==> config.mk <==
export PLATFORM = sky130hd
export DESIGN_NAME = yarc_platform
export DESIGN_NICKNAME = d
export VERILOG_FILES = /design/src/platform_pkg.sv /design/src/bus_arbiter.sv /design/src/bus_decoder.sv /design/src/mtimer.sv /design/src/led_driver.sv /design/src/yarc_platform.sv
export VERILOG_INCLUDE_DIRS = /design/src /design/src/include
export SDC_FILE = /design/constraint.sdc
export NUM_CORES = 1
export LEC_CHECK = 0
export BUFFER_PORTS_ARGS = -buffer_cell sky130_fd_sc_hd__buf_4
export CORE_MARGIN = 2
export CORE_UTILIZATION = 40
export CTS_BUF_LIST = sky130_fd_sc_hd__clkbuf_4 sky130_fd_sc_hd__clkbuf_8
export DETAILED_ROUTE_END_ITERATION = 10
export HOLD_SLACK_MARGIN = 0.02
export PLACE_DENSITY = 0.72
export SYNTH_ARGS = -nofsm -noshare
export SYNTH_HDL_FRONTEND = slang
export SYNTH_SLANG_ARGS = --single-unit
==> constraint.sdc <==
create_clock -name clk_i -period 8.9 [get_ports clk_i]
set_input_delay 0 -clock clk_i [delete_from_list [all_inputs] [get_ports clk_i]]
set_output_delay 0 -clock clk_i [all_outputs]
set_load 0.05 [all_outputs]
==> src/include/yarc_defines.svh <==
// ~~~~~~~~~~~~~~~~~~~~~~~~~~~~~~~~~~~~~~~~
// platform address map and timer constants
// ~~~~~~~~~~~~~~~~~~~~~~~~~~~~~~~~~~~~~~~~

`ifndef YARC_DEFINES_SVH
`define YARC_DEFINES_SVH

// external data memory, whole 0x1xxx_xxxx region
`define YARC_DMEM_BASE          32'h1000_0000
`define YARC_DMEM_MASK          32'hF000_0000

// machine timer, 16 byte window
`define YARC_MTIMER_BASE        32'h2000_0000
`define YARC_MTIMER_MASK        32'hFFFF_FFF0

// led driver, single word
`define YARC_LED_BASE           32'h3000_0000
`define YARC_LED_MASK           32'hFFFF_FFFC

// clock cycles per mtime increment
`define YARC_MTIME_PRESCALE     1

// timer register word index, addr[3:2]
`define YARC_MTIME_LO_WORD      2'd0
`define YARC_MTIME_HI_WORD      2'd1
`define YARC_MTIMECMP_LO_WORD   2'd2
`define YARC_MTIMECMP_HI_WORD   2'd3

`endif

==> src/platform_pkg.sv <==
// ~~~~~~~~~~~~~~~~~~~~~~~~~~~~~~~~~~~~~~~~
// shared bus types for the platform
// ~~~~~~~~~~~~~~~~~~~~~~~~~~~~~~~~~~~~~~~~

`default_nettype none

package platform_pkg;

    // master to slave half of a pipelined wishbone link
    typedef struct packed
    {
        logic        cyc;
        logic        stb;
        logic        we;
        logic [31:0] addr;
        // byte enables, one per wdata byte
        logic [3:0]  sel;
        logic [31:0] wdata;
    } wb_req_t;

    // slave to master half
    typedef struct packed
    {
        logic        ack;
        logic        err;
        // slave cannot take a request this cycle
        logic        stall;
        logic [31:0] rdata;
    } wb_rsp_t;

    // decoder target
    typedef enum logic [1:0]
    {
        SEL_DMEM,
        SEL_TIMER,
        SEL_LED,
        SEL_NONE
    } slave_sel_e;

    // arbiter grant
    typedef enum logic
    {
        OWN_CORE,
        OWN_DBG
    } bus_owner_e;

endpackage : platform_pkg

`default_nettype wire

==> src/bus_arbiter.sv <==
// ~~~~~~~~~~~~~~~~~~~~~~~~~~~~~~~~~~~~~~~~
// round-robin arbiter, core and debug
// masters onto one shared data bus
// ~~~~~~~~~~~~~~~~~~~~~~~~~~~~~~~~~~~~~~~~

`timescale 1ns/1ns
`default_nettype none

module bus_arbiter
(
    input  logic                 clk_i,
    input  logic                 rstn_i,

    // core data port
    input  platform_pkg::wb_req_t core_req_i,
    output platform_pkg::wb_rsp_t core_rsp_o,

    // debug port
    input  platform_pkg::wb_req_t dbg_req_i,
    output platform_pkg::wb_rsp_t dbg_rsp_o,

    // shared bus toward the decoder
    output platform_pkg::wb_req_t bus_req_o,
    input  platform_pkg::wb_rsp_t bus_rsp_i
);
    import platform_pkg::*;

    bus_owner_e owner_q;
    bus_owner_e owner_d;
    bus_owner_e last_q;
    bus_owner_e prev_winner;
    logic       grant_q;
    logic       grant_d;
    logic       bus_idle;
    wb_req_t    owner_req;

    // request of whoever holds the owner slot
    assign owner_req = (owner_q == OWN_CORE) ? core_req_i : dbg_req_i;

    // free when nobody holds it or the owner dropped cyc
    assign bus_idle = !grant_q || !owner_req.cyc;

    // current owner counts as the last winner while it holds the grant
    assign prev_winner = grant_q ? owner_q : last_q;

    always_comb
    begin
        owner_d = owner_q;
        grant_d = grant_q;

        if (bus_idle)
        begin
            grant_d = core_req_i.cyc || dbg_req_i.cyc;

            // tie goes to the master that did not win last time
            if (core_req_i.cyc && dbg_req_i.cyc)
                owner_d = (prev_winner == OWN_CORE) ? OWN_DBG : OWN_CORE;
            else if (core_req_i.cyc)
                owner_d = OWN_CORE;
            else if (dbg_req_i.cyc)
                owner_d = OWN_DBG;
        end
    end

    always_ff @(posedge clk_i)
    begin
        if (!rstn_i)
        begin
            owner_q <= OWN_CORE;
            grant_q <= 1'b0;
            // debug counts as last so the core wins the first tie
            last_q  <= OWN_DBG;
        end
        else
        begin
            owner_q <= owner_d;
            grant_q <= grant_d;
            last_q  <= prev_winner;
        end
    end

    // only the owner reaches the bus, the other stb never leaves here
    assign bus_req_o = grant_q ? owner_req : '0;

    always_comb
    begin
        core_rsp_o = '0;
        dbg_rsp_o  = '0;

        // back-pressure for anyone waiting on the grant
        core_rsp_o.stall = core_req_i.cyc;
        dbg_rsp_o.stall  = dbg_req_i.cyc;

        if (grant_q)
        begin
            if (owner_q == OWN_CORE)
                core_rsp_o = bus_rsp_i;
            else
                dbg_rsp_o = bus_rsp_i;
        end
    end

endmodule : bus_arbiter

`default_nettype wire

==> src/bus_decoder.sv <==
// ~~~~~~~~~~~~~~~~~~~~~~~~~~~~~~~~~~~~~~~~
// address decoder, routes the shared bus
// to dmem, timer or leds, errs on holes
// ~~~~~~~~~~~~~~~~~~~~~~~~~~~~~~~~~~~~~~~~

`timescale 1ns/1ns
`default_nettype none

`include "yarc_defines.svh"

module bus_decoder
(
    input  logic                 clk_i,
    input  logic                 rstn_i,

    // shared bus from the arbiter
    input  platform_pkg::wb_req_t bus_req_i,
    output platform_pkg::wb_rsp_t bus_rsp_o,

    // external data memory
    output platform_pkg::wb_req_t dmem_req_o,
    input  platform_pkg::wb_rsp_t dmem_rsp_i,

    // machine timer
    output platform_pkg::wb_req_t timer_req_o,
    input  platform_pkg::wb_rsp_t timer_rsp_i,

    // led driver
    output platform_pkg::wb_req_t led_req_o,
    input  platform_pkg::wb_rsp_t led_rsp_i
);
    import platform_pkg::*;

    slave_sel_e sel_d;
    slave_sel_e target_q;
    slave_sel_e route;
    logic       busy_q;
    logic       accept;
    logic       done;
    wb_rsp_t    tgt_rsp;

    // address compare, first match wins
    always_comb
    begin
        sel_d = SEL_NONE;

        if ((bus_req_i.addr & `YARC_DMEM_MASK) == `YARC_DMEM_BASE)
            sel_d = SEL_DMEM;
        else if ((bus_req_i.addr & `YARC_MTIMER_MASK) == `YARC_MTIMER_BASE)
            sel_d = SEL_TIMER;
        else if ((bus_req_i.addr & `YARC_LED_MASK) == `YARC_LED_BASE)
            sel_d = SEL_LED;
    end

    // while busy, cyc stays with the slave that still owes a response
    assign route = busy_q ? target_q : sel_d;

    always_comb
    begin
        dmem_req_o  = '0;
        timer_req_o = '0;
        led_req_o   = '0;

        case (route)
            SEL_DMEM:
            begin
                dmem_req_o     = bus_req_i;
                // no new strobe until the pending one is answered
                dmem_req_o.stb = bus_req_i.stb && !busy_q;
            end

            SEL_TIMER:
            begin
                timer_req_o     = bus_req_i;
                timer_req_o.stb = bus_req_i.stb && !busy_q;
            end

            SEL_LED:
            begin
                led_req_o     = bus_req_i;
                led_req_o.stb = bus_req_i.stb && !busy_q;
            end

            // unmapped, nothing leaves the decoder
            SEL_NONE:
            begin
                dmem_req_o = '0;
            end
        endcase
    end

    // response of the routed slave
    always_comb
    begin
        tgt_rsp = '0;

        case (route)
            SEL_DMEM:  tgt_rsp = dmem_rsp_i;
            SEL_TIMER: tgt_rsp = timer_rsp_i;
            SEL_LED:   tgt_rsp = led_rsp_i;
            // local error reply, one cycle after acceptance
            SEL_NONE:  tgt_rsp.err = busy_q;
        endcase
    end

    always_comb
    begin
        bus_rsp_o = '0;

        // slave stall passes up, plus our own while one access is open
        bus_rsp_o.stall = busy_q || tgt_rsp.stall;

        if (busy_q)
        begin
            bus_rsp_o.ack   = tgt_rsp.ack;
            bus_rsp_o.err   = tgt_rsp.err;
            bus_rsp_o.rdata = tgt_rsp.rdata;
        end
    end

    assign accept = bus_req_i.cyc && bus_req_i.stb && !bus_rsp_o.stall;
    assign done   = busy_q && (tgt_rsp.ack || tgt_rsp.err);

    // single outstanding access, so responses keep their order
    always_ff @(posedge clk_i)
    begin
        if (!rstn_i)
        begin
            busy_q   <= 1'b0;
            target_q <= SEL_NONE;
        end
        else if (accept)
        begin
            busy_q   <= 1'b1;
            target_q <= sel_d;
        end
        else if (done)
        begin
            busy_q <= 1'b0;
        end
    end

endmodule : bus_decoder

`default_nettype wire

==> src/mtimer.sv <==
// ~~~~~~~~~~~~~~~~~~~~~~~~~~~~~~~~~~~~~~~~
// machine timer, 64 bit mtime/mtimecmp
// and the timer interrupt
// ~~~~~~~~~~~~~~~~~~~~~~~~~~~~~~~~~~~~~~~~

`timescale 1ns/1ns
`default_nettype none

`include "yarc_defines.svh"

module mtimer
(
    input  logic                 clk_i,
    input  logic                 rstn_i,

    // slave port
    input  platform_pkg::wb_req_t req_i,
    output platform_pkg::wb_rsp_t rsp_o,

    output logic                 irq_timer_o
);
    localparam int unsigned PRESCALE = `YARC_MTIME_PRESCALE;
    localparam int unsigned PS_W     = (PRESCALE > 1) ? $clog2(PRESCALE) : 1;

    logic [63:0]     mtime_q;
    logic [63:0]     mtimecmp_q;
    logic [PS_W-1:0] presc_q;
    logic            tick;
    logic            accept;
    logic [1:0]      reg_idx;
    logic [31:0]     rdata_d;
    logic [31:0]     rdata_q;
    logic            ack_q;
    logic            irq_q;

    // never stalls, every strobe is taken
    assign accept  = req_i.cyc && req_i.stb;
    assign reg_idx = req_i.addr[3:2];

    // prescaler, wraps once per mtime step
    assign tick = (presc_q == PS_W'(PRESCALE - 1));

    always_ff @(posedge clk_i)
    begin
        if (!rstn_i)
            presc_q <= '0;
        else if (tick)
            presc_q <= '0;
        else
            presc_q <= presc_q + PS_W'(1);
    end

    always_ff @(posedge clk_i)
    begin
        if (!rstn_i)
        begin
            mtime_q    <= '0;
            // all ones keeps the irq quiet until software arms it
            mtimecmp_q <= '1;
        end
        else
        begin
            if (tick)
                mtime_q <= mtime_q + 64'd1;

            // a bus write beats the increment on the written half
            if (accept && req_i.we)
            begin
                case (reg_idx)
                    `YARC_MTIME_LO_WORD:    mtime_q[31:0]     <= req_i.wdata;
                    `YARC_MTIME_HI_WORD:    mtime_q[63:32]    <= req_i.wdata;
                    `YARC_MTIMECMP_LO_WORD: mtimecmp_q[31:0]  <= req_i.wdata;
                    `YARC_MTIMECMP_HI_WORD: mtimecmp_q[63:32] <= req_i.wdata;
                endcase
            end
        end
    end

    // read mux
    always_comb
    begin
        case (reg_idx)
            `YARC_MTIME_LO_WORD:    rdata_d = mtime_q[31:0];
            `YARC_MTIME_HI_WORD:    rdata_d = mtime_q[63:32];
            `YARC_MTIMECMP_LO_WORD: rdata_d = mtimecmp_q[31:0];
            default:                rdata_d = mtimecmp_q[63:32];
        endcase
    end

    // value sampled at acceptance, shown with the ack
    always_ff @(posedge clk_i)
    begin
        if (accept)
            rdata_q <= rdata_d;
    end

    always_ff @(posedge clk_i)
    begin
        if (!rstn_i)
        begin
            ack_q <= 1'b0;
            irq_q <= 1'b0;
        end
        else
        begin
            ack_q <= accept;
            // level irq, follows the compare one cycle late
            irq_q <= (mtime_q >= mtimecmp_q);
        end
    end

    always_comb
    begin
        rsp_o       = '0;
        rsp_o.ack   = ack_q;
        rsp_o.rdata = rdata_q;
    end

    assign irq_timer_o = irq_q;

endmodule : mtimer

`default_nettype wire

==> src/led_driver.sv <==
// ~~~~~~~~~~~~~~~~~~~~~~~~~~~~~~~~~~~~~~~~
// led status register with read-back
// ~~~~~~~~~~~~~~~~~~~~~~~~~~~~~~~~~~~~~~~~

`timescale 1ns/1ns
`default_nettype none

module led_driver
(
    input  logic                 clk_i,
    input  logic                 rstn_i,

    // slave port, one word
    input  platform_pkg::wb_req_t req_i,
    output platform_pkg::wb_rsp_t rsp_o,

    // to the board leds
    output logic [7:0]           led_status_o
);
    logic [7:0] status_q;
    logic       ack_q;
    logic       accept;

    // no stall, strobe always taken
    assign accept = req_i.cyc && req_i.stb;

    always_ff @(posedge clk_i)
    begin
        if (!rstn_i)
        begin
            status_q <= '0;
            ack_q    <= 1'b0;
        end
        else
        begin
            ack_q <= accept;
            // only byte 0 is stored
            if (accept && req_i.we)
                status_q <= req_i.wdata[7:0];
        end
    end

    // read-back, zero extended
    always_comb
    begin
        rsp_o       = '0;
        rsp_o.ack   = ack_q;
        rsp_o.rdata = {24'h0, status_q};
    end

    assign led_status_o = status_q;

endmodule : led_driver

`default_nettype wire

==> src/yarc_platform.sv <==
// ~~~~~~~~~~~~~~~~~~~~~~~~~~~~~~~~~~~~~~~~
// platform interconnect, two masters to
// dmem, machine timer and leds
// ~~~~~~~~~~~~~~~~~~~~~~~~~~~~~~~~~~~~~~~~

`timescale 1ns/1ns
`default_nettype none

module yarc_platform
(
    input  logic                 clk_i,
    input  logic                 rstn_i,

    // bus masters
    input  platform_pkg::wb_req_t core_req_i,
    output platform_pkg::wb_rsp_t core_rsp_o,
    input  platform_pkg::wb_req_t dbg_req_i,
    output platform_pkg::wb_rsp_t dbg_rsp_o,

    // data memory lives outside
    output platform_pkg::wb_req_t dmem_req_o,
    input  platform_pkg::wb_rsp_t dmem_rsp_i,

    // peripheral outputs
    output logic [7:0]           led_status_o,
    output logic                 irq_timer_o
);
    import platform_pkg::*;

    // shared bus after arbitration
    wb_req_t bus_req;
    wb_rsp_t bus_rsp;

    // decoder to peripherals
    wb_req_t timer_req;
    wb_rsp_t timer_rsp;
    wb_req_t led_req;
    wb_rsp_t led_rsp;

    bus_arbiter u_arbiter
    (
        .clk_i      (clk_i),
        .rstn_i     (rstn_i),
        .core_req_i (core_req_i),
        .core_rsp_o (core_rsp_o),
        .dbg_req_i  (dbg_req_i),
        .dbg_rsp_o  (dbg_rsp_o),
        .bus_req_o  (bus_req),
        .bus_rsp_i  (bus_rsp)
    );

    bus_decoder u_decoder
    (
        .clk_i       (clk_i),
        .rstn_i      (rstn_i),
        .bus_req_i   (bus_req),
        .bus_rsp_o   (bus_rsp),
        .dmem_req_o  (dmem_req_o),
        .dmem_rsp_i  (dmem_rsp_i),
        .timer_req_o (timer_req),
        .timer_rsp_i (timer_rsp),
        .led_req_o   (led_req),
        .led_rsp_i   (led_rsp)
    );

    mtimer u_mtimer
    (
        .clk_i       (clk_i),
        .rstn_i      (rstn_i),
        .req_i       (timer_req),
        .rsp_o       (timer_rsp),
        .irq_timer_o (irq_timer_o)
    );

    led_driver u_led_driver
    (
        .clk_i        (clk_i),
        .rstn_i       (rstn_i),
        .req_i        (led_req),
        .rsp_o        (led_rsp),
        .led_status_o (led_status_o)
    );

endmodule : yarc_platform

`default_nettype wire

## Yosys cells after proc, flatten, opt, wreduce, memory -nomap -nowiden

Cells that the tools add are included.

- Register bits after elaboration: 178
- Output and inout port bits: 150
- Word-level logic and storage cells: 82

- Add/subtract/negate cells: 2
- Order comparisons: 1
- Equal/unequal tests: 9
- Multiplexer cells: 30
- Reduce and logical (&&, ||, !) cells: 26

Operators by type and width:

| cell | count |
|---|---|
| $mux W71 | 5 |
| $mux W35 | 4 |
| $mux W64 | 2 |
| $pmux W33 S3 | 1 |
| $mux W32 | 3 |
| $pmux W32 S3 | 1 |
| $add A64 B1 Y64 const B | 1 |
| $ge A64 B64 Y1 | 1 |
| $eq A30 B28 Y1 const B | 1 |
| $eq A28 B26 Y1 const B | 1 |
| $logic_and A1 B1 Y1 | 9 |
| $eq A2 B2 Y1 const B | 4 |
| $mux W1 | 8 |
| $mux W2 | 4 |
| $reduce_and A2 Y1 | 4 |
| $pmux W1 S3 | 2 |
| $eq A2 B1 Y1 const B | 2 |
| $eq A4 B1 Y1 const B | 1 |
| $logic_not A1 Y1 | 4 |
| $logic_not A2 Y1 | 2 |
| $logic_or A1 B1 Y1 | 4 |
| $reduce_bool A3 Y1 | 1 |
| $reduce_bool A2 Y1 | 1 |
| $reduce_or A2 Y1 | 1 |
| $add A1 B1 Y1 const B | 1 |

## Logic depth before layout (Yosys ltp)

- Depth after elaboration: 14
- Mapped depth: 10
- Mapped depth without buffers: 9

## Hierarchy

A second synthesis with hierarchy kept.

- Cells, all modules: 1709
- Area total of the unflattened synthesis: 14615.3 µm²

Modules (own cells, without submodules):

| module | times used | cells an instance | area each (µm²) | seq. area each (µm²) |
|---|---|---|---|---|
| mtimer | 1 | 963 | 9192.6 | 3583.4 |
| bus_decoder | 1 | 420 | 2871.5 | 60.1 |
| bus_arbiter | 1 | 252 | 1925.6 | 60.1 |
| led_driver | 1 | 74 | 625.6 | 180.2 |

## Worst setup path after synthesis

No wires, ideal clock.

- Path kind: register to register
- From: reg u_arbiter.owner_q
- To: reg u_mtimer.rdata_q[0] (enable)
- Arrival time: 3280 ps
- Required time: 8479 ps
- Path slack: 5198 ps
- Cell stages (with the launch flop): 10
- Period minus slack after synthesis: 3702 ps
- Cell sequence: dfxtp_1 buf_6 nor4_2 nand3_1 a221o_1 nor4_2 nor2_1 clkbuf_1 clkbuf_1 nor2_1

- Longest elaborated chain between the ends: 10

Ends and longest elaborated chain:

| what | RTL line | source |
|---|---|---|
| start, declared | bus_arbiter.sv:28 | `bus_owner_e owner_q;` |
| start signal, assigned | bus_arbiter.sv:76 | `owner_q <= owner_d;` |
| $mux W71 * | bus_arbiter.sv:38 | `assign owner_req = (owner_q == OWN_CORE) ? core_req_i : dbg_req_i;` |
| $mux W71 * | bus_arbiter.sv:83 | `assign bus_req_o = grant_q ? owner_req : '0;` |
| $eq A30 B28 Y1 (no source line) | -- |  |
| $mux W1 | bus_decoder.sv:51 | `` else if ((bus_req_i.addr & `YARC_LED_MASK) == `YARC_LED_BASE) `` |
| $mux W2 | bus_decoder.sv:49 | `` else if ((bus_req_i.addr & `YARC_MTIMER_MASK) == `YARC_MTIMER_BASE) `` |
| $mux W2 | bus_decoder.sv:47 | `` if ((bus_req_i.addr & `YARC_DMEM_MASK) == `YARC_DMEM_BASE) `` |
| $mux W2 | bus_decoder.sv:56 | `assign route = busy_q ? target_q : sel_d;` |
| $eq A2 B1 Y1 | bus_decoder.sv:64 | `case (route)` |
| $mux W71 * | bus_decoder.sv:64 |  |
| $logic_and A1 B1 Y1 * | mtimer.sv:37 | `assign accept = req_i.cyc && req_i.stb;` |
| net u_mtimer.accept | mtimer.sv:29 | `logic accept;` |
| end signal, assigned | mtimer.sv:94 | `rdata_q <= rdata_d;` |
| end, declared | mtimer.sv:32 | `logic [31:0] rdata_q;` |

The timed path passes the listed nets; every way through them passes the cells marked *.
A chain may end at the register's enable or synchronous reset.

==> flow_results.org <==
** Yosys
- FFs w/ async S/R, synth :: 0%
- Summing the sequential cell areas from Yosys gives 31.3% of the chip area.
- Synthesis produced 1622 cells.
- The synthesized design contains 32 enable-type register cells.
- Counting distinct cell types in the post-synthesis netlist gives 63.
- During synthesis, Yosys emitted a total of 0 warnings.
- Counting flops and latches in the post-synthesis netlist gives 178.
- Counting every net in the synthesized netlist gives ~1900.
- Synth Flop Type :: sky130_fd_sc_hd__dfxtp_1
- Synthesized cell area :: between 10000 and 15000 sq um
- Syn avg cell area :: approximately 7.7 sq um

** Layout
- After the last flow step, the layout net total stands at 2132.
- Design Area, Final :: between 15000 and 20000 sq um
- Commonest non-fill, non-tap cell in the layout :: sky130_fd_sc_hd__buf_4
- The filler cells instantiated in the layout total between 2000 and 3000.
- Cells with a size suffix above 1 make up ~22% of the layout.
- Leaving out fill and tap cells, the most frequent cells in the layout are 346 x sky130_fd_sc_hd__buf_4, 238 x sky130_fd_sc_hd__nor2_1, 212 x sky130_fd_sc_hd__nand2_1.
- The repair_antennas step left the layout with diodes totalling 0.
- From synthesis to final layout, the design area changed by 25.8%.

** Floorplanning
- Area enclosed by the die boundary :: about 32000 sq um
- Die span in y :: 180 um
- Overall die width :: 180 um
- I/O pin count :: approximately 330
- Placeable core region :: 30600 sq um
- After floorplanning, the core was divided into 64 placement rows.
- Initial Util :: 40.6%

** Global routing
- The number of global-route vias before repair came to 12500.
- Most used routing layer in global routing :: met2
- Global routing used 4.37% of the available met3 tracks.
- In the global route stage, met2 resource usage came out at 43.2%.
- Summed over all layers, the global routing overflow is 0.
- Total global-route track usage :: approximately a quarter
- First-pass GRT wire length :: 70000 um
- GR met1 Demand/Resource :: 37.4%
- Largest net degree at the start of global routing :: 70
- Number of antenna violations at the first check in global routing :: 0

** Timing
- Min Clock Period, post-route :: about 5 ns
- In the final timing run, aggregate negative setup slack is 0 ns.
- Setup repair after global routing left no endpoint under its margin.
- Finish-stage setup viols :: 0
- For the final database, setup skew stands at 0.0210 ns.
- Fin. Hold Viols :: 0
- FMAX :: 206 MHz
- Post-route clock period utilization :: 54.6%
- Across all hold checks on the routed design, the worst slack comes to 0.0179 ns.
- Worst rel slew slack :: 25.7%
- The max-slew violation total from the final report came to 0.
- At the pin with the least slew margin, the transition time is 1.11 ns.

** Place
- The HPWL after detailed placement is 33400 um.
- Count of input and output buffers :: 328
- Routability Congestion :: 0.932
- Area of placed instances :: about 15000 sq um

** Clocking
- Clock tree from TritonCTS :: yes
- After clock tree synthesis, the clock-pin slew on the worst setup and hold paths is roughly 0.11 ns.
- The clock tree synthesis step divided the H-tree into 4 levels.
- Cell at the root of the clock tree :: sky130_fd_sc_hd__clkbuf_8
- Number of setup buffers added after CTS :: 0
- Num CTS Buffers :: 17
- Clock network latency to the later pin of the worst-skew pair :: between 0.4 and 0.5 ns
- Longest Clk Path Bufs :: 2
- Counting every sink on the clock net gives 178.

** Outcome
- The run finished with clean final reports.

** Critical path
- Data arrives at the worst endpoint at approximately 4.9 ns.
- Crit Path Max Fanout :: 57
- STA classifies the critical path startpoint as a flip-flop.
- At the worst endpoint, the required time is about 8.9 ns.
- STA classifies the critical path endpoint as a primary output.
- Setup Crit Path Kind :: reg2out

** Detailed routing
- Wires add up to 44400 um.
- The detailed router finished its first iteration with about 1100 violations.
- After detailed routing, the number of vias per cell comes to 5.67.
- Once detail routing completed, the nets flagged for antenna violations numbered 0.
- Detailed-route wire length per cell :: 19.3 um
- In the routed design, unresolved DRC markers number 0.
- Detailed Routing Iterations Pass 1 :: 7
- Number of vias in the routed layout :: 13000

** Power
- For this design the ratio of total power to cell area is 101 nW/um^2.
- Leakage :: 7.23 nW
- After layout, the design draws a total of approximately 1.6 mW.
- VDD sags by at most 0.0000780 V.

** Flow run
- Number of max-cap violations :: 0

** Hold path
- Class of the most critical hold timing path :: in2reg
[cell families after synthesis]
kind of cell / synth area share (%)
AND/OR/NAND/NOR: 24.6
multiplexers: 9.43
AO/OA/AOI/OAI: 17.6
flip-flops: 31.3
buffers and inverters: 6.08
adder cells (fa/ha/maj): 6.55
other: 0.0302
XOR/XNOR: 4.44
[repair_timing]
action | in CTS | in global routing
hold endpoints to repair | 35 | 0
resized for setup | 0 | 0
hold buffers | 14 | 0
[cell usage after synthesis, drive strengths merged (7+ instances only)]
cell	count	share of area (%)
nand3	57	2.3
mux2i	81	6.5
or3	26	1.3
and2	9	0.45
o22ai	32	1.6
a21oi	86	3.5
nand2b	11	0.55
xor2	33	2.3
nand4	30	1.6
ha	65	6.5
buf	30	1.2
nor2	239	7.2
a211oi	39	2.4
nor3	37	1.5
nand2	214	6.5
edfxtp	32	7.7
o211a	7	0.56
o21ai	52	2.1
nor4	19	1.1
dfxtp	146	24
o2bb2ai	16	1.1
inv	78	2.4
xnor2	30	2.1
o211ai	69	4.2
mux2	32	2.9
clkbuf	83	2.5
[worst max-delay path, cell delays in order (launching register included)]
cell and delay [ns]:
sky130_fd_sc_hd__dfxtp_4 0.70, sky130_fd_sc_hd__buf_4 0.77, sky130_fd_sc_hd__nor4b_1 0.30, sky130_fd_sc_hd__nand3_1 0.15, sky130_fd_sc_hd__a221oi_2 0.39, sky130_fd_sc_hd__nand2_1 0.16, sky130_fd_sc_hd__o311ai_4 0.28, sky130_fd_sc_hd__buf_4 0.52
sky130_fd_sc_hd__nor3b_2 0.63, sky130_fd_sc_hd__o2bb2ai_1 0.18, sky130_fd_sc_hd__buf_4 0.22
[layer usage]
metal | up-vias | wire, um
met3 | 62 | 3700
met2 | 598 | 20100
met1 | 6087 | 19800
met5 | - | 0
met4 | 0 | 755
li1 | 6282 | -
[area by class of cell]
class	count	area (sq um)	area share, %
sequential	178	3890	24.9
timing repair buffer	360	2740	17.5
multi-input combinational	1252	7840	50.2
inverter	79	297	1.90
clock inverter	15	125	0.801
clock buffer	17	234	1.50
tap	396	495	3.17
[flip-flops by register name, indices dropped and copies added, names as in the netlist, 2 cells and up]
signal and count:
u_led_driver.led_status_o 8, u_mtimer.mtime_q 64, u_decoder.target_q 2, u_mtimer.rdata_q 32
u_mtimer.mtimecmp_q 64
[report_power, final]
group          leakage (nW)  internal [mW]  total, mW  switching, mW
sequential             1.43          0.819      0.830         0.0111
combinational          5.63          0.102      0.220          0.117
clock                 0.173          0.201      0.532          0.331
total                  7.23           1.12       1.58          0.459
[path summary, 6_finish.rpt]
kind                                               from                      endpoint  slack, ns  cells past startpoint
worst max-delay path                  u_arbiter.owner_q                 core_rsp_o[7]       4.04                     10
worst max register to register        u_arbiter.owner_q  u_led_driver.led_status_o[2]       4.23                      9
worst min-delay path                      dbg_req_i[30]       u_mtimer.mtimecmp_q[30]       0.02                      4
worst min register to register  u_mtimer.mtimecmp_q[61]       u_mtimer.mtimecmp_q[61]       0.49                      2
[through the flow]
step	cells	util (%)	setup slack (ns)
floorplan	1622	-	5.20
finish	2297	51.1	4.04
detailed placement	2251	49.4	4.19
global route	2297	51.1	3.70
global placement	2251	49.4	4.33
CTS	2297	51.1	4.01
No activity file was read; power rests on OpenSTA's default activity.
